$ cat config.mk
export PLATFORM = sky130hd
export DESIGN_NAME = mac_row
export DESIGN_NICKNAME = d
export VERILOG_FILES = /design/src/conv_pkg.sv /design/src/mac_row.sv
export VERILOG_INCLUDE_DIRS = /design/src
export SDC_FILE = /design/constraint.sdc
export NUM_CORES = 2
export LEC_CHECK = 0
export BUFFER_PORTS_ARGS = -buffer_cell sky130_fd_sc_hd__buf_4
export CAP_MARGIN = 20
export CORE_MARGIN = 1
export CORE_UTILIZATION = 55
export DETAILED_ROUTE_END_ITERATION = 16
export PLACE_DENSITY = 0.78
export SYNTH_ARGS = -nofsm -noshare
export SYNTH_HDL_FRONTEND = slang
export SYNTH_SLANG_ARGS = --single-unit
export TNS_END_PERCENT = 10
$ cat constraint.sdc
create_clock -name clk -period 9.17 [get_ports clk]
set_input_delay 0.917 -clock clk [delete_from_list [all_inputs] [get_ports clk]]
set_output_delay 0.917 -clock clk [all_outputs]
set_load 0.005 [all_outputs]
$ cat src/conv_tiled_cfg.svh
/*
 * sizes and widths of the tiled convolution engine
 * tile shape, data widths, buffer and FIFO depths
 */
`ifndef CONV_TILED_CFG_SVH
`define CONV_TILED_CFG_SVH

`define CONV_IC0              4     // input channels per ifmap beat
`define CONV_OC0              4     // output lanes per weight beat
`define CONV_DAT_W            16    // ifmap and weight samples
`define CONV_ACC_W            32    // accumulator and ofmap word
`define CONV_PARAM_W          16    // one field of the parameter word
`define CONV_ADDR_W           10    // buffer address

// on-chip buffers, must hold a whole tile
`define CONV_IFMAP_DEPTH      1024
`define CONV_WEIGHT_DEPTH     1024
`define CONV_OFMAP_FIFO_DEPTH 4     // finished pixel vectors

`endif

$ cat src/conv_pkg.sv
/*
 * shared types of the convolution engine
 * layer parameter word, lane vectors, phase FSM states
 */
`include "conv_tiled_cfg.svh"

package conv_pkg;

  // host parameter beat, oc1 in the top bits
  typedef struct packed {
    logic [`CONV_PARAM_W-1:0] oc1;
    logic [`CONV_PARAM_W-1:0] ic1;
    logic [`CONV_PARAM_W-1:0] fy;     // square kernel, fx == fy
    logic [`CONV_PARAM_W-1:0] oy0;    // square output tile
    logic [`CONV_PARAM_W-1:0] stride;
  } layer_params_t;

  // lanes are signed, cast with $signed where multiplied
  typedef logic [`CONV_IC0-1:0][`CONV_DAT_W-1:0] ifmap_vec_t;
  typedef logic [`CONV_OC0-1:0][`CONV_DAT_W-1:0] weight_vec_t;
  typedef logic [`CONV_OC0-1:0][`CONV_ACC_W-1:0] acc_vec_t;   // one output pixel

  // layer phases, loading and computing never overlap
  typedef enum logic [1:0] {
    IDLE,   // waiting for a parameter beat
    LOAD,   // filling both buffers
    RUN,    // sequencer active
    DRAIN   // last pixels leaving
  } phase_t;

endpackage

$ cat src/mac_row.sv
/*
 * row of OC0 signed multiply-accumulate lanes
 * first tag restarts the sums, last tag emits a pixel
 */
`timescale 1ns/1ps
`include "conv_tiled_cfg.svh"

module mac_row import conv_pkg::*; (
  input  logic                   clk,
  input  logic                   rst_n,
  input  logic [`CONV_DAT_W-1:0] lane_dat,     // one ifmap channel, broadcast
  input  weight_vec_t            weight_dat,
  input  logic                   acc_first,
  input  logic                   acc_last,
  output logic                   pix_vld,
  output acc_vec_t               pix_dat
);

  logic signed [`CONV_ACC_W-1:0] prod [`CONV_OC0];
  acc_vec_t                      acc;
  acc_vec_t                      sum;

  always_comb begin
    for (int o = 0; o < `CONV_OC0; o++) begin
      // 16x16 signed fits in 32, sign extended by the signed context
      prod[o] = $signed(lane_dat) * $signed(weight_dat[o]);
      sum[o]  = (acc_first ? '0 : acc[o]) + prod[o];   // wraps mod 2^32
    end
  end

  always_ff @(posedge clk) begin
    acc <= sum;   // zero sample on idle cycles keeps the sums
    if (acc_last) begin
      pix_dat <= sum;
    end
  end

  always_ff @(posedge clk) begin
    if (!rst_n) begin
      pix_vld <= 1'b0;
    end else begin
      pix_vld <= acc_last;   // 2 cycles after the final read
    end
  end

endmodule

After elaboration in Yosys (flattened, before gate mapping):

Cells that the tools add are included.

* register bits after elaboration: 257
* bits of input ports: 84
* output and inout port bits: 129
* word-level logic and storage cells: 21

* $add $sub $neg: 4
* $mul: 4
* mux-type cells: 4

Operator list (number)
* 32-bit adder: 4
* 16-bit by 16-bit multiplier with 32-bit output: 4
* 32-bit 2-to-1 mux: 4

Logic depth before layout (Yosys ltp):

* word-level depth: 2
* mapped depth: 24
* gate-level depth less buffers: 22

Least setup slack after synthesis:

OpenSTA, ideal clock, no wires.

* path type: input-to-reg
* from: input lane_dat[15]
* to: register pix_dat[30] in the netlist's numbering (data pin)
* setup time: 0.262 ns
* data arrival time: 6.813 ns
* data required time: 8.908 ns
* path slack: 2.094 ns
* cell stages on the path: 23
* cell sequence: clkbuf_1 > clkbuf_1 > nand2_1 > inv_1 > fa_1 > inv_1 > fa_1 > inv_1 > fa_1 > fa_1 > fa_1 > inv_1 > fa_1 > inv_1 > ha_1 > a2111oi_0 > o21ai_1 > o2111ai_1 > nand2_1 > or4_1 > a41o_1 > a21oi_1 > xnor2_1

RTL lines
* start, declared: line mac_row.sv:11 `` input logic [`CONV_DAT_W-1:0] lane_dat, ``
* end signal, assigned: line mac_row.sv:34 `pix_dat <= sum;`
* end, declared: line mac_row.sv:16 `output acc_vec_t pix_dat`

==> flow_summary.toml <==
[timing]
maxSlewHeadroom = 0.3465
hold_violations = 0
setup_viol = 0
skew_ns = 0.01525
max_freq_mhz = 139.4
fin_tns_setup_ns = 0
rsz0062_at_grt = "no"
period_share = 0.7821
period_minus_slack_ns = 7.172
tightest_slew_ns = 0.9802
slew_violations = 0

[clocking]
insertion_delay_ns = 0.65
cts_tree = "done"
cts-hold-fix-buffers = 0
ctsResizeCount = 0
cts.clk_slew.worst_paths_ns = 0.06
cts_buffers = 31
clk_root_buffer_cell = "clkbuf_16"
cts_setup_buffers = 0
htree_levels = 1
clockBufferDepth = 3
clkSinkCount = 257

[cells_and_area]
fill_cells = 7483
drive_above_1_share = 0.05570
mostFrequentLayoutCell = "inv_1"
area_growth_pct = 7.127
final_cell_mix = "inv_1, fa_1, nand2_1"
nNetsFinal = 6861

[detailed_routing]
drt-initial-drc-count = 2132
drt-total-wl_um = 115300
drc_errors = 0
wl_per_cell_um = 17.95
firstDrtPassIters = 5
avgViaCountPerCell = 5.299
vias = 34040
drtAntennaViolNets = 0

[synthesis]
synth-seq-cells = 257
synth-warning-count = 0
syn_area_per_cell_um2 = 9.827
ys_seq_area_frac = 0.1270
synth_edf_count = 128
synth_cell_types = 68
synth_area_mm2 = 0.05061
synth_ff_type = "dfxtp_1"
async_flop_share = 0
syn-num-nets = 6794
syn_inst = 5150

[global_routing]
grt_max_degree = 77
antenna_found_initial = 16
track_usage = 0.2639
grt_overflow = 0
grt_pass1_wl_um = 195200
grt_pass1_vias = 37890

[floorplanning]
core_area_mm2 = 0.09056
start_util = 0.5589
die_w_um = 305.4
num_rows = 110
die_h_um = 305.4
ioPinCount = 213
die_area_mm2 = 0.09324

[worst_setup_path]
cp_num_buf_inv = 6
crit_fanout = 64
cp.required_ns = 9.55
cpMostUsedCell = "fa_1"
endpoint_kind = "flip-flop"
crit_type = "in2reg"
cp-startpoint = "lane_dat[7]"
arrival_ns = 7.56
r2r_start = "acc[15]"
critPathTopFamily = "adder cells"
max_stage_delay_ns = 0.83
critPathSlowestCell = "a2111oi_0"
path_cells = "buf_4, nand2_1, fa_1, inv_1, fa_1, inv_1, fa_1, inv_1, fa_1, fa_1, inv_1, fa_1, inv_1, ha_1, nand4_1, nor3_1, o221ai_1, a2111oi_0, or4_1, a41o_1, a21oi_1, xnor2_1"
setup.worst_path.start_class = "input pin"

[min_path]
hold_class = "in2reg"
hold_start = "rst_n"

[status]
status = "finished, final reports clean"

[job]
max-cap-violations = 0

[placed_design]
port_buffers = 212
gp_routability_congestion = 0.8769
dp.final_hpwl_um = 90410
## synth_stat cells (3+ instances only)
library cell  number  area [um2]
o31a_1             4       35.03
clkbuf_1         193       724.4
edfxtp_1         128        3844
a2111oi_0          8       70.07
nand2_1          523        1963
a21o_1            30       225.2
inv_1           1346        5052
nor3_1            15       75.07
or4_1              3       22.52
and3_1             8       50.05
a31oi_1            5       31.28
nand3b_1           5       37.54
a211oi_1          12       90.09
nand4_1            9       56.30
o21bai_1          15       112.6
nand2b_1          30       187.7
nor2b_1          135       844.6
o21ai_1           29       145.1
nor4_1             4       25.02
xnor2_1          125        1095
xor2_1            29       254.0
nor2_1           110       412.9
o21a_1            26       195.2
or3_1              5       31.28
ha_1             392        4905
and2_1           487        3047
o21ai_0           25       125.1
a221oi_1           4       35.03
a21oi_1           76       380.4
nand3_1           16       80.08
dfxtp_1          129        2582
fa_1            1168       23380
o211ai_1           8       60.06
## cell type report
cell class                 instances  area [um2]  share of cell area
multi-input combinational       3352       38400              0.7083
sequential                       257        6426              0.1185
inverter                        1348        5060             0.09332
timing repair buffer             227        1708             0.03150
tap                             1176        1471             0.02714
clock buffer                      35       820.8             0.01514
clock inverter                    23       319.1            0.005885
antenna                            5       12.51           0.0002308
## routing by layer
metal | routed length (um) | vias to the layer above | GRT usage
met1 | 46540 | 17550 | 0.3519
met5 | 134 | - | 0
met4 | 3967 | 22 | 0.08730
met2 | 55610 | 1114 | 0.4359
met3 | 9046 | 211 | 0.04888
li1 | - | 15140 | -
## kinds of logic (layout without fill, tap and decap cells)
| family | count (synthesis) | after routing | synth area share |
|---|---|---|---|
| XOR/XNOR | 154 | 154 | 0.02665 |
| adder cells (fa/ha/maj) | 1560 | 1560 | 0.5589 |
| AO/OA/AOI/OAI | 276 | 276 | 0.03622 |
| buffers and inverters | 1541 | 1633 | 0.1143 |
| other | 0 | 5 | 0 |
| multiplexers | 1 | 1 | 0.0001978 |
| AND/OR/NAND/NOR | 1361 | 1361 | 0.1368 |
| flip-flops | 257 | 257 | 0.1270 |
## state kept, by name (all words and copies together), names as in the netlist
signal	cells
pix_vld	1
pix_dat	128
acc	128
## worst paths after layout
kind | end | slack, ns | cells past startpoint
worst max register to register | pix_dat[30] | 3.43 | 18
worst min-delay path | pix_vld | 0.48 | 2
worst min register to register | acc[96] | 0.63 | 2
worst max-delay path | pix_dat[30] | 2.00 | 22
## per-stage QoR
step	hold WS, ns	setup slack, ns	area (um2)	util	instances
after floorplan	0.5703	2.094	50610	-	5150
after detailed placement	0.6194	1.361	53070	0.5860	6360
final	0.4769	1.998	54220	0.5987	6423
after CTS	0.4339	2.002	54210	0.5985	6418
after global placement	0.5894	1.409	53070	0.5860	6360
after global routing	0.4679	1.711	54220	0.5987	6422
## worst reg2reg max path, delay by kind of cell, from the launching register on
| kind | cells | cell delay [ns] |
|---|---|---|
| adder cells (fa/ha/maj) | 6 | 2.88 |
| AO/OA/AOI/OAI | 4 | 1.28 |
| AND/OR/NAND/NOR | 4 | 0.71 |
| flip-flops | 1 | 0.31 |
| buffers and inverters | 3 | 0.16 |
| XOR/XNOR | 1 | 0.15 |
Power is left out: the tool's default activity adds up to more than one toggle a clock period on the data nets, which glitch-free logic cannot reach.
