## config.mk

```make
export PLATFORM = sky130hd
export DESIGN_NAME = ofmap_serializer
export DESIGN_NICKNAME = d
export VERILOG_FILES = /design/src/conv_pkg.sv /design/src/ofmap_serializer.sv
export VERILOG_INCLUDE_DIRS = /design/src
export SDC_FILE = /design/constraint.sdc
export NUM_CORES = 1
export LEC_CHECK = 0
export BUFFER_PORTS_ARGS = -buffer_cell sky130_fd_sc_hd__buf_2
export CORE_ASPECT_RATIO = 0.75
export CORE_MARGIN = 1.5
export CORE_UTILIZATION = 25
export CTS_BUF_LIST = sky130_fd_sc_hd__clkbuf_16
export DETAILED_ROUTE_END_ITERATION = 8
export GPL_TIMING_DRIVEN = 0
export MAX_ROUTING_LAYER = met4
export PLACE_DENSITY_LB_ADDON = 0.05
export SYNTH_ARGS = -nofsm -noshare
export SYNTH_HDL_FRONTEND = slang
export SYNTH_SLANG_ARGS = --single-unit
```

## constraint.sdc

```tcl
create_clock -name clk -period 3.84 [get_ports clk]
set_clock_uncertainty 0.2 [all_clocks]
set_input_delay 0.192 -clock clk [delete_from_list [all_inputs] [get_ports clk]]
set_output_delay 0.192 -clock clk [all_outputs]
set_load 0.05 [all_outputs]
```

## src/conv_tiled_cfg.svh

```systemverilog
/*
 * sizes and widths of the tiled convolution engine
 * tile shape, data widths, buffer and FIFO depths
 */
`ifndef CONV_TILED_CFG_SVH
`define CONV_TILED_CFG_SVH

`define CONV_IC0              4     // input channels per ifmap beat
`define CONV_OC0              4     // output lanes per weight beat
`define CONV_DAT_W            16    // ifmap and weight samples
`define CONV_ACC_W            32    // accumulator and ofmap word
`define CONV_PARAM_W          16    // one field of the parameter word
`define CONV_ADDR_W           10    // buffer address

// on-chip buffers, must hold a whole tile
`define CONV_IFMAP_DEPTH      1024
`define CONV_WEIGHT_DEPTH     1024
`define CONV_OFMAP_FIFO_DEPTH 4     // finished pixel vectors

`endif

```

## src/conv_pkg.sv

```systemverilog
/*
 * shared types of the convolution engine
 * layer parameter word, lane vectors, phase FSM states
 */
`include "conv_tiled_cfg.svh"

package conv_pkg;

  // host parameter beat, oc1 in the top bits
  typedef struct packed {
    logic [`CONV_PARAM_W-1:0] oc1;
    logic [`CONV_PARAM_W-1:0] ic1;
    logic [`CONV_PARAM_W-1:0] fy;     // square kernel, fx == fy
    logic [`CONV_PARAM_W-1:0] oy0;    // square output tile
    logic [`CONV_PARAM_W-1:0] stride;
  } layer_params_t;

  // lanes are signed, cast with $signed where multiplied
  typedef logic [`CONV_IC0-1:0][`CONV_DAT_W-1:0] ifmap_vec_t;
  typedef logic [`CONV_OC0-1:0][`CONV_DAT_W-1:0] weight_vec_t;
  typedef logic [`CONV_OC0-1:0][`CONV_ACC_W-1:0] acc_vec_t;   // one output pixel

  // layer phases, loading and computing never overlap
  typedef enum logic [1:0] {
    IDLE,   // waiting for a parameter beat
    LOAD,   // filling both buffers
    RUN,    // sequencer active
    DRAIN   // last pixels leaving
  } phase_t;

endpackage

```

## src/ofmap_serializer.sv

```systemverilog
/*
 * FIFO of finished pixel vectors
 * head pixel sent as 32-bit words, lane 0 first
 */
`timescale 1ns/1ps
`include "conv_tiled_cfg.svh"

module ofmap_serializer import conv_pkg::*; #(
  parameter int FIFO_DEPTH = `CONV_OFMAP_FIFO_DEPTH
) (
  input  logic                   clk,
  input  logic                   rst_n,
  input  logic                   pix_vld,
  input  acc_vec_t               pix_dat,
  output logic [`CONV_ACC_W-1:0] ofmap_dat,
  output logic                   ofmap_vld,
  input  logic                   ofmap_rdy,
  output logic                   has_room,
  output logic                   idle
);

  localparam int PTR_W  = $clog2(FIFO_DEPTH);
  localparam int CNT_W  = $clog2(FIFO_DEPTH + 1);
  localparam int LANE_W = $clog2(`CONV_OC0);

  acc_vec_t          fifo [FIFO_DEPTH];
  logic [PTR_W-1:0]  wr_ptr, rd_ptr;
  logic [CNT_W-1:0]  count;   // pixels stored
  logic [LANE_W-1:0] lane;    // next word of the head pixel
  logic              push, pop, lane_end;

  assign push      = pix_vld;   // has_room keeps a free slot for it
  assign lane_end  = (lane == LANE_W'(`CONV_OC0 - 1));
  assign pop       = ofmap_vld && ofmap_rdy && lane_end;
  assign ofmap_vld = (count != '0);
  assign ofmap_dat = fifo[rd_ptr][lane];   // stable until accepted

  // two slots free covers the pixel still in the MAC pipe
  assign has_room  = (count <= CNT_W'(FIFO_DEPTH - 2));
  assign idle      = (count == '0) && !pix_vld;

  always_ff @(posedge clk) begin
    if (!rst_n) begin
      wr_ptr <= '0;
      rd_ptr <= '0;
      count  <= '0;
      lane   <= '0;
    end else begin
      if (push) begin
        wr_ptr <= (wr_ptr == PTR_W'(FIFO_DEPTH - 1)) ? '0 : wr_ptr + 1'b1;
      end
      if (ofmap_vld && ofmap_rdy) begin
        lane <= lane_end ? '0 : lane + 1'b1;
      end
      if (pop) begin
        rd_ptr <= (rd_ptr == PTR_W'(FIFO_DEPTH - 1)) ? '0 : rd_ptr + 1'b1;
      end
      count <= count + CNT_W'(push) - CNT_W'(pop);
    end
  end

  always_ff @(posedge clk) begin
    if (push) fifo[wr_ptr] <= pix_dat;
  end

endmodule

```

## Word level (Yosys, flattened, before mapping)

Memory sizes are Yosys's and may differ from the RTL's. A register that Yosys moved wholly into a read port is not among the register bits.
Index checks and enable logic that the tools add are counted.

- Add/subtract/negate cells: 5
- $lt $le $gt $ge: 2
- Eq/ne operators: 3
- Mux-type cells: 9
- Reduce and logical (&&, ||, !) cells: 6

Operator list:

| operator | number |
|---|---|
| $bmux W32 S2 | 1 |
| $mux W32 | 1 |
| $mux W2 | 5 |
| $add A2 B1 Y2 const B | 3 |
| $eq A2 B2 Y1 const B | 3 |
| $add A3 B1 Y3 | 1 |
| $le A3 B2 Y1 const B | 1 |
| $logic_and A1 B1 Y1 | 3 |
| $logic_not A3 Y1 | 1 |
| $lt A2 B3 Y1 const B | 1 |
| $reduce_bool A3 Y1 | 1 |
| $sub A3 B1 Y3 | 1 |
| $mux W1 | 2 |
| $logic_not A1 Y1 | 1 |

- Register bits after elaboration: 9
- Memory bits (writable): 512
- Input port bits: 132
- Output and inout port bits: 35
- Memories kept: 1

Memories:

| name | depth | bits a word | rd ports | clocked after Yosys merged registers in | wr ports | RTL line | RTL |
|---|---|---|---|---|---|---|---|
| fifo | 4 | 128 | 1 | 1 | 1 | ofmap_serializer.sv:26 | `acc_vec_t fifo [FIFO_DEPTH];` |

## Logic depth before layout (Yosys ltp)

- Word-level depth: 5
- Gate-level depth with buffers: 8

## Worst setup path after synthesis

Ideal clock, no wire load.

- Path kind: reg2reg
- From: register wr_ptr[0]
- To: memory fifo[3][0] (netlist name) (enable)
- Arrival: 3.481 ns
- Path slack: -0.343 ns
- Cell stages (with the launch flop): 3
- Path buffers: 0
- Clock period less this slack: 4.183 ns
- Cell sequence: dfxtp_1 > ha_1 > and2_1

RTL lines:

| element | RTL line | RTL |
|---|---|---|
| start: declaration | ofmap_serializer.sv:27 | `logic [PTR_W-1:0] wr_ptr, rd_ptr;` |
| start signal: assignment | ofmap_serializer.sv:50 | `wr_ptr <= (wr_ptr == PTR_W'(FIFO_DEPTH - 1)) ? '0 : wr_ptr + 1'b1;` |
| end: declaration | ofmap_serializer.sv:26 |  |

No word-level cell before the write port.

==> out/metrics.cfg <==
[synthesis]
synth.largest_area_cell = edfxtp_1
synthTopCellsByArea = edfxtp_1 78%, mux4_2 15%, a22oi_1 2.4%
syn_area_um2 = 19700
ys_seq_elements = 523
syn_avg_cell_area_um2 = 23.4
seq_area_frac_synth = 0.793
synth.distinct_cells = 24
yosysWarningCount = 0
synth_nets = 983
synthCells = 842
synth_top_area_frac = 0.782

[cts]
path_clk_slew_ps = 60
cts_tree = yes
ctsHtreeMaxLevel = 2
clk_latency_ps = 590
cts-root-buf = clkbuf_16
cts.sinks = 523
post_cts_buffers = 0
clockBufferDepth = 3
cts-buffers-inserted = 56

[final_layout]
final_util = 0.326
fill_cells = 7401
layout.nets = 1351
instances_no_fill = 2302
areaGrowthSynthToFinish_pct = 28.3
drive_gt1_frac = 0.315

[placement]
dp_cells = 2055
place_congestion = 0.662
dp_hpwl_um = 32100
io_buffer_count = 166

[grt]
grt_max_degree = 47
first_global_vias = 10500
overflow = 0
antenna_found_initial = 10
grt_pass1_wl_um = 75700
grt_usage = 0.135

[floorplan]
dieArea_um2 = 80400
start_util = 0.254
ioPinCount = 167
std_cell_rows = 88
fp.coreArea_um2 = 77400
die_w_um = 327
die-height_um = 246

[sta]
slew_headroom = 0.206
period_share = 0.945
fin_setup_tns_ps = 0
max_freq_ghz = 0.276
whs_ps = 126
min_period_ps = 3630
tightest_slew_ps = 1190
setup_viol = 0
rsz0062_at_grt = false
final_hold_viol_count = 0
drv_slew = 0

[critical_path]
slowest_delay_ps = 820
cpMostUsedCell = buf_2
r2r_start = count[0]
cp-end-kind = primary output
path_cells = buf_2 -> clkdlybuf4s15_1 -> mux4_2 -> a22oi_1 -> nand2_1 -> buf_2
cp_slowest_cell = clkdlybuf4s15_1
crit_fanout = 10
crit_required_ps = 3450
crit_arrival_ps = 3240
cpLargestDelayFamily = buffers and inverters
rr_worst_depth = 7
critPathLaunchType = flop
setup.worst_path.class = reg2out
worst-path-buf-inv = 3
rrSetupSlack_ps = 1400
timing.rr.end = count[2]

[worst_hold_path]
hold_end = fifo[3][52]
hold_depth = 2
hp-start = pix_dat[52]
min_path_type = in2reg

[run_status]
status = finished clean

[drt]
wire_per_inst_um = 22.6
ant_nets = 0
drc = 0
drtIter0Drc = 727
vias = 9770
drtPass1Iterations = 4
vias_per_cell = 4.24
finalWirelength_um = 52000

[power]
ir_worst_vdd_mv = 0.304
powerDensity_nw_per_um2 = 515
power.leakage_uw = 0.00826

[flow_run]
maxCapViolCount = 0

==> placed cells by master, fill, tap and decap left out, types with 3 or more instances in the layout <==
cell type | Yosys | routed
inv_1 | 5 | 21
clkinv_1 | 0 | 19
and2_4 | 0 | 4
a21boi_0 | 3 | 3
clkbuf_16 | 0 | 58
mux4_2 | 128 | 128
nand2_1 | 35 | 35
buf_16 | 0 | 11
edfxtp_1 | 512 | 512
nor2_1 | 5 | 5
buf_2 | 7 | 173
a22oi_1 | 64 | 64
buf_1 | 10 | 9
and2_1 | 7 | 3
mux2i_1 | 4 | 4
ha_1 | 8 | 8
clkinv_2 | 0 | 7
buf_4 | 9 | 9
bufinv_16 | 0 | 4
dfxtp_1 | 11 | 11
dlygate4sd3_1 | 0 | 132
clkbuf_1 | 18 | 17
diode_2 | 0 | 10
nor2b_1 | 7 | 7
==> report_power, final <==
group	leakage [uW]	switching, uW	internal [uW]
Sequential	0.00479	53.0	6530
Combinational	0.00254	794	416
Clock	0.000921	2220	2970
Total	0.00826	3060	9920
==> cells by family (layout without fill, tap and decap cells) <==
logic type,count (synthesis),after routing,share of synthesized area
flip-flops,523,523,0.793
multiplexers,132,132,0.149
AO/OA/AOI/OAI,70,70,0.0268
AND/OR/NAND/NOR,57,57,0.0131
buffers and inverters,49,464,0.0115
adder cells (fa/ha/maj),9,9,0.00611
XOR/XNOR,2,2,0.000891
other,0,10,0
==> how the worst max path moves through the flow <==
| stage | depth (start not counted) | slack, ps | end |
|---|---|---|---|
| after floorplan | 2 | 1070 | fifo[3][0] |
| after global placement | 3 | -790 | fifo[2][115] |
| after detailed placement | 6 | 660 | ofmap_dat[6] |
| after CTS | 6 | 0.9 | ofmap_dat[6] |
| after global routing | 6 | 10 | ofmap_dat[17] |
| final | 6 | 210 | ofmap_dat[6] |
==> registers in the layout (all words and copies together) (netlist names), named ones only <==
name,flops
lane,2
count,3
fifo,512
wr_ptr,2
rd_ptr,2
==> layer usage <==
layer  track usage  wire [um]
met1         0.188      25200
met2         0.201      23600
met3        0.0269       2190
met4        0.0365       1080
met5             -          0
==> cell usage after synthesis (all sizes together) <==
cell	instances
a21boi	3
a21o	1
a22oi	64
and2	7
and2b	1
buf	26
clkbuf	18
dfxtp	11
edfxtp	512
fa	1
ha	8
inv	5
mux2i	4
mux4	128
nand2	35
nor2	5
nor2b	7
o311ai	1
o31ai	1
or3	2
xnor2	1
xor2	1
==> cell type report <==
class / count / area (um2) / share of cell area
clock inverters: 47 / 303 / 0.0120
well taps: 1035 / 1290 / 0.0513
multi-input cells: 270 / 3850 / 0.153
plain buffers: 44 / 220 / 0.00873
clock buffers: 58 / 1450 / 0.0575
diodes: 10 / 25.0 / 0.000992
inverters: 5 / 18.8 / 0.000744
flip-flops and latches: 523 / 15600 / 0.618
repair buffers: 310 / 2470 / 0.0981
==> timing repair <==
item	CTS	global route
endpoints found under the setup margin	1	2
gates resized for setup	1	2
hold buffers	132	0
endpoints found under the hold margin	539	0
pin swaps	0	0
==> per-stage QoR <==
step,instance area [um2],total power [uW],worst slack [ps]
after floorplan,19700,7350,1070
after global placement,21800,7830,-789
after detailed placement,22100,7840,664
after CTS,25200,13200,0.946
after global routing,25200,13500,11.4
final,25200,13000,212
No activity file was read; power rests on OpenSTA's default activity.
