`src/conv_tiled_cfg.svh`:
```
/*
 * sizes and widths of the tiled convolution engine
 * tile shape, data widths, buffer and FIFO depths
 */
`ifndef CONV_TILED_CFG_SVH
`define CONV_TILED_CFG_SVH

`define CONV_IC0              4     // input channels per ifmap beat
`define CONV_OC0              4     // output lanes per weight beat
`define CONV_DAT_W            16    // ifmap and weight samples
`define CONV_ACC_W            32    // accumulator and ofmap word
`define CONV_PARAM_W          16    // one field of the parameter word
`define CONV_ADDR_W           10    // buffer address

// on-chip buffers, must hold a whole tile
`define CONV_IFMAP_DEPTH      1024
`define CONV_WEIGHT_DEPTH     1024
`define CONV_OFMAP_FIFO_DEPTH 4     // finished pixel vectors

`endif

```
`src/conv_pkg.sv`:
```
/*
 * shared types of the convolution engine
 * layer parameter word, lane vectors, phase FSM states
 */
`include "conv_tiled_cfg.svh"

package conv_pkg;

  // host parameter beat, oc1 in the top bits
  typedef struct packed {
    logic [`CONV_PARAM_W-1:0] oc1;
    logic [`CONV_PARAM_W-1:0] ic1;
    logic [`CONV_PARAM_W-1:0] fy;     // square kernel, fx == fy
    logic [`CONV_PARAM_W-1:0] oy0;    // square output tile
    logic [`CONV_PARAM_W-1:0] stride;
  } layer_params_t;

  // lanes are signed, cast with $signed where multiplied
  typedef logic [`CONV_IC0-1:0][`CONV_DAT_W-1:0] ifmap_vec_t;
  typedef logic [`CONV_OC0-1:0][`CONV_DAT_W-1:0] weight_vec_t;
  typedef logic [`CONV_OC0-1:0][`CONV_ACC_W-1:0] acc_vec_t;   // one output pixel

  // layer phases, loading and computing never overlap
  typedef enum logic [1:0] {
    IDLE,   // waiting for a parameter beat
    LOAD,   // filling both buffers
    RUN,    // sequencer active
    DRAIN   // last pixels leaving
  } phase_t;

endpackage

```
`src/layer_ctrl.sv`:
```
/*
 * layer parameter register and derived sizes
 * IDLE / LOAD / RUN / DRAIN phase FSM
 */
`timescale 1ns/1ps
`include "conv_tiled_cfg.svh"

module layer_ctrl import conv_pkg::*; (
  input  logic                     clk,
  input  logic                     rst_n,
  input  layer_params_t            params,
  input  logic                     params_vld,
  output logic                     params_rdy,
  input  logic                     ifmap_full,
  input  logic                     weight_full,
  input  logic                     seq_done,
  input  logic                     out_idle,
  output logic                     load_en,
  output logic [`CONV_ADDR_W-1:0]  ifmap_len,
  output logic [`CONV_ADDR_W-1:0]  weight_len,
  output logic                     start,
  output logic [`CONV_PARAM_W-1:0] oc1_max,
  output logic [`CONV_PARAM_W-1:0] oy0_max,
  output logic [`CONV_PARAM_W-1:0] iy0,
  output logic [`CONV_PARAM_W-1:0] stride,
  output logic [`CONV_PARAM_W-1:0] fy,
  output logic [`CONV_PARAM_W-1:0] ic1
);

  phase_t        state;
  layer_params_t cfg;
  logic [31:0]   ifmap_cnt, weight_cnt;

  assign params_rdy = (state == IDLE);
  assign load_en    = (state == LOAD);

  // input tile edge from output tile, kernel and stride
  assign iy0        = cfg.stride * (cfg.oy0 - 1'b1) + cfg.fy;
  assign ifmap_cnt  = cfg.ic1 * iy0 * iy0;
  assign weight_cnt = cfg.oc1 * cfg.ic1 * cfg.fy * cfg.fy * `CONV_IC0;
  assign ifmap_len  = ifmap_cnt[`CONV_ADDR_W-1:0];
  assign weight_len = weight_cnt[`CONV_ADDR_W-1:0];

  // loop limits
  assign oc1_max = cfg.oc1 - 1'b1;
  assign oy0_max = cfg.oy0 - 1'b1;
  assign stride  = cfg.stride;
  assign fy      = cfg.fy;
  assign ic1     = cfg.ic1;

  always_ff @(posedge clk) begin
    if (!rst_n) begin
      state <= IDLE;
      cfg   <= '0;
      start <= 1'b0;
    end else begin
      start <= 1'b0;
      case (state)
        IDLE: begin
          if (params_vld) begin
            cfg   <= params;
            state <= LOAD;
          end
        end
        LOAD: begin
          if (ifmap_full && weight_full) begin
            state <= RUN;
            start <= 1'b1;   // high in the first RUN cycle
          end
        end
        // done of the previous layer still up while start is high
        RUN: if (seq_done && !start) state <= DRAIN;
        DRAIN: if (seq_done && out_idle) state <= IDLE;
        default: state <= IDLE;
      endcase
    end
  end

endmodule

```
`config.mk`:
```
export PLATFORM = sky130hd
export DESIGN_NAME = layer_ctrl
export DESIGN_NICKNAME = d
export VERILOG_FILES = /design/src/conv_pkg.sv /design/src/layer_ctrl.sv
export VERILOG_INCLUDE_DIRS = /design/src
export SDC_FILE = /design/constraint.sdc
export NUM_CORES = 1
export LEC_CHECK = 0
export ABC_AREA = 1
export BUFFER_PORTS_ARGS = -buffer_cell sky130_fd_sc_hd__buf_2
export CAP_MARGIN = 40
export CORE_MARGIN = 10
export CORE_UTILIZATION = 50
export DETAILED_ROUTE_END_ITERATION = 7
export GPL_ROUTABILITY_DRIVEN = 0
export GPL_TIMING_DRIVEN = 1
export HOLD_SLACK_MARGIN = 0.05
export MAX_ROUTING_LAYER = met4
export PLACE_DENSITY = 0.71
export SYNTH_ARGS = -nofsm -noshare
export SYNTH_HDL_FRONTEND = slang
export SYNTH_SLANG_ARGS = --single-unit
```
`constraint.sdc`:
```
create_clock -name clk -period 31.3 [get_ports clk]
set_input_delay 6.26 -clock clk [delete_from_list [all_inputs] [get_ports clk]]
set_output_delay 6.26 -clock clk [all_outputs]
set_load 0.01 [all_outputs]
```
Word level (Yosys, flattened, before mapping)
Cells that the tools add are included.
{"block": "totals", "out_inout_bits": 119, "wordCells": 37, "reg_bits": 83}
{"block": "classes", "multipliers": 6, "n_reduce_logical": 8, "eq_ne": 7, "n_mux": 6, "add_sub_neg": 3}
{"cell": "multiplier 16 x 16 -> 32 bit", "n": 2}
{"cell": "multiplier 32 x 16 -> 10 bit", "n": 1}
{"cell": "multiplier 32 x 16 -> 32 bit", "n": 1}
{"cell": "multiplier 32 x 16 -> 8 bit", "n": 1}
{"cell": "subtractor 16 x 1 -> 16 bit, second input constant", "n": 2}
{"cell": "adder 16 bit", "n": 1}
{"cell": "multiplier 16 x 16 -> 16 bit", "n": 1}
{"cell": "2-to-1 mux 2 bit", "n": 4}
{"cell": "case mux 2 bit (4 select lines)", "n": 1}
{"cell": "inequality test 2 bit, second input constant", "n": 3}
{"cell": "equality test 2 bit, second input constant", "n": 2}
{"cell": "AND reduction 2 bit", "n": 2}
{"cell": "AND reduction 4 bit", "n": 1}
{"cell": "logical AND 1 bit", "n": 3}
{"cell": "equality test 2 x 1 -> 1 bit, second input constant", "n": 1}
{"cell": "zero test 2 bit", "n": 1}
{"cell": "inequality test 2 x 1 -> 1 bit, second input constant", "n": 1}
{"cell": "zero test 1 bit", "n": 1}
{"cell": "2-to-1 mux 1 bit", "n": 1}

Longest topological paths before layout
Gate-level depths: netlist of run 1.
{"block": "depth", "depth_word": 5, "ltp_mapped": 60, "ltp_nobuf": 58}

Worst setup path before layout of run 1
Ideal clock, no wire load.
{"block": "synth_timing", "path_type": "register to output", "from": "register cfg[16] in the netlist's numbering", "to": "output port ifmap_len[9]", "arrival_time_ns": 11.263, "required_time_ns": 25.040, "stages_incl_launch_ff": 56, "path_slack_ns": 13.777, "n_path_buf": 2, "cell_sequence": "dfxtp_1 -> inv_2 -> clkbuf_1 -> ha_1 -> inv_1 -> nand2_1 -> nand2_1 -> clkbuf_1 -> nor2_1 -> fa_1 -> ha_1 -> ha_1 -> inv_1 -> fa_1 -> inv_1 -> ha_1 -> inv_1 -> fa_1 -> [20 not listed] -> nand2_1 -> fa_1 -> fa_1 -> inv_1 -> fa_1 -> fa_1 -> fa_1 -> xnor2_1 -> nand3b_1 -> nand2_1 -> inv_1 -> nand2_1 -> nand2_1 -> nand2_1 -> nand3_1 -> nand2_1 -> nand2_1 -> nand2_1"}
{"block": "synth_between", "elab_chain_cells": 5}
{"element": "from (decl)", "line": "layer_ctrl.sv:31", "text": "layer_params_t cfg;"}
{"element": "from (signal assigned)", "line": "layer_ctrl.sv:61", "text": "cfg <= params;"}
{"element": "subtractor 16 x 1 -> 16 bit *"}
{"element": "named net oy0_max[0]", "line": "layer_ctrl.sv:23", "text": "output logic [`CONV_PARAM_W-1:0] oy0_max,"}
{"element": "multiplier 16 x 16 -> 16 bit *", "line": "layer_ctrl.sv:38", "text": "assign iy0 = cfg.stride * (cfg.oy0 - 1'b1) + cfg.fy;"}
{"element": "adder 16 bit *", "line": "layer_ctrl.sv:38"}
{"element": "multiplier 16 x 16 -> 32 bit", "line": "layer_ctrl.sv:39", "text": "assign ifmap_cnt = cfg.ic1 * iy0 * iy0;"}
{"element": "multiplier 32 x 16 -> 10 bit *", "line": "layer_ctrl.sv:39"}
{"element": "to (decl)", "line": "layer_ctrl.sv:19", "text": "output logic [`CONV_ADDR_W-1:0] ifmap_len,"}
The timed path passes the listed nets; every way through them passes the cells marked *.

Worst setup path after layout of run 1
{"block": "layout_timing", "from": "register cfg[16] in the netlist's numbering", "to": "output port ifmap_len[9]"}
{"block": "layout_between", "elab_chain_cells": 5}
{"element": "subtractor 16 x 1 -> 16 bit *", "line": "layer_ctrl.sv:38"}
{"element": "multiplier 16 x 16 -> 16 bit *", "line": "layer_ctrl.sv:38"}
{"element": "adder 16 bit *", "line": "layer_ctrl.sv:38"}
{"element": "multiplier 16 x 16 -> 32 bit", "line": "layer_ctrl.sv:39"}
{"element": "multiplier 32 x 16 -> 10 bit *", "line": "layer_ctrl.sv:39"}
Mark *: on every way between the ends. The rest lies on a longest branch, timed or not.

==> flow_metrics.tcl, run 1 <==
set metrics [dict create \
    maxCapViolations 0 \
    synth_cell_types 38 \
    slew_viol_final 0 \
    async_reset_ff_share_pct 0 \
    finalHoldViolCount 0 \
    synth_seq_cells 83 \
    clockRootBuffer "clkbuf_16" \
    synthFlopType "dfxtp_1" \
    synth_edf_count 0 \
    hpwl_um 33000 \
    setup_tns_ps 0 \
    cts.path.max_buffers 2 \
    final_cell_mix "inv_1 (506), nand2_1 (422), nor2_1 (213), buf_2 (203), fa_1 (172)" \
    drt-total-wl_um 39600 \
    synth_top_area_share_pct 23.4 \
    cts-resized-gates 0 \
    arrival_ps 12390 \
    clk_latency_ps 360 \
    worst-endpoint-required_ps 25040 \
    ios 206 \
    via_count 13100 \
    finalClockSkew_ps 5.32 \
    final_nets 2643 \
    period_share_pct 59.6 \
    io_buffers 203 \
    slowest_stage "fa_1" \
    cts_num_sinks 83 \
    grt_first_pass_wirelength_um 65500 \
    netlist_area_um2 14700 \
    start_util_pct 50.9 \
    grtUsageTotal_pct 22.6 \
    min_path_type "reg -> reg" \
    first_global_vias 13400 \
    layout-drive-gt1-share_pct 11.8 \
    grt_setup_unrepaired "no" \
    synthCells 2103 \
    cp-start-kind "register" \
    wl_per_cell_um 15.2 \
    path_max_fanout 18 \
    holdBufCountCts 0 \
    max_freq_mhz 53.6 \
    drc_errors 0 \
    grt_max_degree 91 \
    ff2ff_setup_slack_ps 28890 \
    num_rows 62 \
    syn2layout_area_growth_pct 8.24 \
    min_period_ps 18650 \
    coreArea_um2 28900 \
    die_w_um 191 \
    setup.worst_path.class "reg -> out" \
    fillCellCount 2835 \
    routed_via_density 5.04 \
    ant_nets 0 \
    max-slew-margin-rel_pct 46.2 \
    htreeDepth 3 \
    end_kind "output port" \
    antenna_found_initial 1 \
    path_clk_slew_ps 60 \
    worst-slew-pin-transition_ps 808 \
    ys_seq_area_share_pct 11.3 \
    status "finished clean" \
    synth_top_area_cell "fa_1" \
    ys_warn_count 0 \
    avgSynthCellArea_um2 6.99 \
    die_h_um 191 \
    cts_tree "done" \
    cts_setup_buffers 0 \
    critPathMostFrequentCell "fa_1" \
    grt_overflow 0 \
    critPathBufInv 14 \
    crit_family "adder cells" \
    drtIter0Drc 631 \
    mostFrequentLayoutCell "inv_1" \
    setup_violations 0 \
    dr.pass1.iters 5 \
    yosys-top-cells-area "fa_1 (23%), ha_1 (14%), inv_1 (13%)" \
    numCtsBuffers 9 \
    die_area_um2 36600 \
    critPathMaxStageDelay_ps 550 \
]
[kinds of logic after synthesis]
kind of cell | count (synthesis) | share of synthesized area (%)
simple gates | 786 | 22.2
buf+inv | 626 | 17.4
xor+xnor | 73 | 4.45
other cells | 1 | 0.0255
fa+ha+maj | 341 | 37.8
compound gates | 193 | 6.79
flops | 83 | 11.3
[worst paths after layout]
check | from | endpoint | cells after the start
max | cfg[16] | ifmap_len[9] | 53
min | cfg[31] | cfg[31] | 2
min reg2reg | cfg[31] | cfg[31] | 2
max reg2reg | state[0] | cfg[31] | 6
[worst min-delay path: stages (launching register included)]
cell,delay (ps)
dfxtp_1,300
inv_1,70
a21oi_1,60
[synth_stat cells (41+ instances only)]
| master | number |
|---|---|
| o21ai_0 | 89 |
| inv_1 | 506 |
| ha_1 | 169 |
| clkbuf_1 | 41 |
| nor2_1 | 213 |
| fa_1 | 172 |
| nand3_1 | 86 |
| nand2_1 | 423 |
| a21oi_1 | 83 |
| dfxtp_1 | 83 |
| xor2_1 | 43 |
| buf_4 | 51 |
[registers in the layout, indices dropped and copies added, names as in the netlist]
signal and flops:
cfg 32, fy 16, ic1 16, stride 16
state 2, start 1
[through the flow]
stage               worst slack, ps  instances  utilization [%]  hold WS [ps]  area (µm²)
global route                  11950       2605             55.1           502       15900
finish                        12650       2605             55.1           474       15900
floorplan                     13780       2104                -           443       14700
global placement              13430       2588             54.1           460       15600
CTS                           12690       2604             55.1           472       15900
detailed placement            13070       2588             54.1           462       15600
[metal layers]
| layer | routed length [µm] | global-route usage (%) | part of all wire (%) |
|---|---|---|---|
| met1 | 16400 | 26.5 | 42 |
| met4 | 1340 | 7.96 | 3.4 |
| met5 | 0 | - | 0 |
| met3 | 2580 | 4.70 | 6.5 |
| met2 | 19200 | 37.8 | 49 |
[final cells by class]
class	instances	area (µm²)	area share (%)
clock buffer	12	256	1.61
antenna	1	2.50	0.0157
sequential	83	1660	10.4
multi-input combinational	1395	10500	65.9
inverter	520	1950	12.3
clock inverter	4	25.0	0.157
tap	384	480	3.02
timing repair buffer	206	1040	6.53
Power of run 1 is not shown: default switching activity piles up to over one toggle a cycle in this logic, so the estimate is an artifact.
==> run 2, diff against run 1 <==
--- a/config.mk
+++ b/config.mk
@@ -6,7 +6,7 @@
 export SDC_FILE = /design/constraint.sdc
 export NUM_CORES = 1
 export LEC_CHECK = 0
-export ABC_AREA = 1
+export ABC_AREA = 0
 export BUFFER_PORTS_ARGS = -buffer_cell sky130_fd_sc_hd__buf_2
 export CAP_MARGIN = 40
 export CORE_MARGIN = 10
==> constraint.sdc (replaced) <==
create_clock -name clk -period 18.1 [get_ports clk]
set_input_delay 3.62 -clock clk [delete_from_list [all_inputs] [get_ports clk]]
set_output_delay 3.62 -clock clk [all_outputs]
set_load 0.01 [all_outputs]
==> run 2 against run 1 <==
Worst setup slack worse by 12000 ps. First-iteration DRC count is 16% lower. Synthesized area is 3.9% lower. Sequential share of layout area is 0.36 points higher. Final cell count is 16% lower. Hold slack worse by 7.3 ps. Wire length is 7.0% lower. Sequential cell count stayed put. Critical path type unchanged. Critical endpoint unchanged.
==> flow_metrics.tcl, run 2 <==
set metrics [dict create \
    grt_setup_unrepaired "no" \
    grtUsageTotal_pct 21.6 \
    grt_first_pass_wirelength_um 60900 \
    final_cell_mix "nand2_1 (294), inv_1 (277), buf_2 (203), and2_1 (180), fa_1 (172)" \
    holdBufCountCts 0 \
    critPathMostFrequentCell "fa_1" \
    power_uw 2870 \
    async_reset_ff_share_pct 0 \
    max_freq_mhz 58.6 \
    clk_latency_ps 350 \
    switching_share_pct 53.3 \
    largest_reg_flops 32 \
    antenna_found_initial 1 \
    ys_warn_count 0 \
    netlist_top_cells_count "nand2_1 (295), inv_1 (277), and2_1 (181)" \
    ant_nets 0 \
    coreArea_um2 27900 \
    via_count 11000 \
    htreeDepth 3 \
    min_path_type "reg -> reg" \
    synthCells 1690 \
    path_max_fanout 15 \
    yosys-top-cells-area "fa_1 (24%), ha_1 (15%), dfxtp_1 (12%)" \
    clockRootBuffer "clkbuf_16" \
    ys_seq_area_share_pct 11.8 \
    syn2layout_area_growth_pct 8.84 \
    synth_top_area_share_pct 24.4 \
    whs_path_depth 2 \
    mostFrequentLayoutCell "nand2_1" \
    maxCapViolations 0 \
    path_clk_slew_ps 70 \
    synth_top_area_cell "fa_1" \
    cts_setup_buffers 0 \
    finalClockSkew_ps 12.9 \
    synth_cell_types 48 \
    cts_num_sinks 83 \
    worst-endpoint-required_ps 14480 \
    p_comb_share_pct 82.4 \
    finalHoldViolCount 0 \
    cts-resized-gates 0 \
    ios 206 \
    routed_via_density 5.04 \
    vdd_ir_drop_max_v 0.000122 \
    num_rows 61 \
    synth_seq_cells 83 \
    arrival_ps 13440 \
    setup_tns_ps 0 \
    fillCellCount 2558 \
    synthFlopType "dfxtp_1" \
    reg2reg_depth 6 \
    grt_max_degree 81 \
    use_met2_pct 35.8 \
    slowest_stage "xor2_1" \
    critPathMaxStageDelay_ps 730 \
    dr.pass1.iters 5 \
    cp-start-kind "register" \
    drtIter0Drc 529 \
    power.internal_uw 1340 \
    slew_viol_final 0 \
    leakage_uw 0.00796 \
    cts_tree "done" \
    end_kind "output port" \
    use_met1_pct 27.4 \
    setup_violations 0 \
    wl_per_cell_um 16.9 \
    seq_area_um2 1660 \
    avgSynthCellArea_um2 8.35 \
    die_h_um 188 \
    die_w_um 188 \
    min_period_ps 17060 \
    regMostFlops "cfg" \
    power-per-cell-area_nw_per_um2 187 \
    drc_errors 0 \
    yosysMostFrequentCell "nand2_1" \
    stdcell_area_um2 15400 \
    grt_overflow 0 \
    gr-usage-met3_pct 3.19 \
    clock_power_share_pct 7.2 \
    start_util_pct 50.7 \
    max-slew-margin-rel_pct 38.1 \
    status "finished clean" \
    io_buffers 203 \
    worst-slew-pin-transition_ps 926 \
    drt-total-wl_um 36800 \
    pwr-share-seq_pct 10.4 \
    layout-drive-gt1-share_pct 13.7 \
    cts.path.max_buffers 2 \
    die_area_um2 35400 \
    final_nets 2224 \
    synth_edf_count 0 \
    hpwl_um 29200 \
    p_sw_uw 1530 \
    netlist_area_um2 14100 \
    grt-busiest-layer "met2" \
    placedInstanceArea_um2 15000 \
    first_global_vias 11700 \
    numCtsBuffers 9 \
    multiInputGateArea_um2 10800 \
    setup.worst_path.class "reg -> out" \
    period_share_pct 94.2 \
]
## run 2: changes by cell type after synthesis, sizes merged, moves of 81 or more
cell,change
inv,-241
nor2,-205
and2,+181
nand2,-140
o21ai,-92
xnor2,+91
nand3,-81
## run 2: power groups by stage
stage / registers, µW / logic [µW] / clock network (µW)
after floorplan: 252 / 1720 / 0
after global placement: 300 / 2310 / 0
after detailed placement: 301 / 2370 / 0
after CTS: 298 / 2390 / 210
after global routing: 306 / 2670 / 216
final: 299 / 2360 / 207
## run 2: worst paths after layout
check	to	slack, ps	start
setup / recovery	ifmap_len[9]	1040	cfg[16]
setup reg to reg	fy[10]	15860	state[1]
hold reg to reg	ic1[13]	470	ic1[13]
hold / removal	ic1[13]	470	ic1[13]
## run 2: kinds of logic (layout without fill, tap and decap cells)
group                      Yosys count  in the layout  share of synthesized area (%)
DFF                                 83             83                           11.8
xor gates and xnor gates           158            158                           10.6
other                                1              3                         0.0266
adders and majority gates          341            341                           39.4
and+or+nand+nor                    575            575                           20.3
buffers and inverters              395            504                           11.8
muxes                                1              1                         0.0709
AOI/OAI and AO/OA                  136            136                           6.03
## run 2: stage by stage
step	util, %	setup WS (ps)	hold WS, ps	std cells
final	55.2	1040	467	2179
after floorplan	-	2260	444	1691
after CTS	55.1	997	469	2177
after global placement	54.0	1850	451	2161
after global routing	55.2	154	507	2179
after detailed placement	54.0	1430	459	2162
## run 2: routing by layer
metal / part of all wire, % / vias up
met1: 45 / 5359
li1: - / 5276
met5: 0 / -
met2: 48 / 304
met3: 5.3 / 53
met4: 1.9 / 0
## run 2: cell type report
class | count | area share [%]
multi-input cells | 1213 | 70.2
flip-flops and latches | 83 | 10.8
repair buffers | 211 | 7.00
inverters | 278 | 6.79
well taps | 378 | 3.08
clock buffers | 10 | 1.55
clock inverters | 5 | 0.505
diodes | 1 | 0.0163
## run 2: worst max-delay path: cells and delay by family, from the launching register on
family	cells	cell delay [ps]
xor+xnor	11	3200
fa+ha+maj	19	7970
buf+inv	10	890
flops	1	480
simple gates	3	550
(Power assumes the default switching activity.)
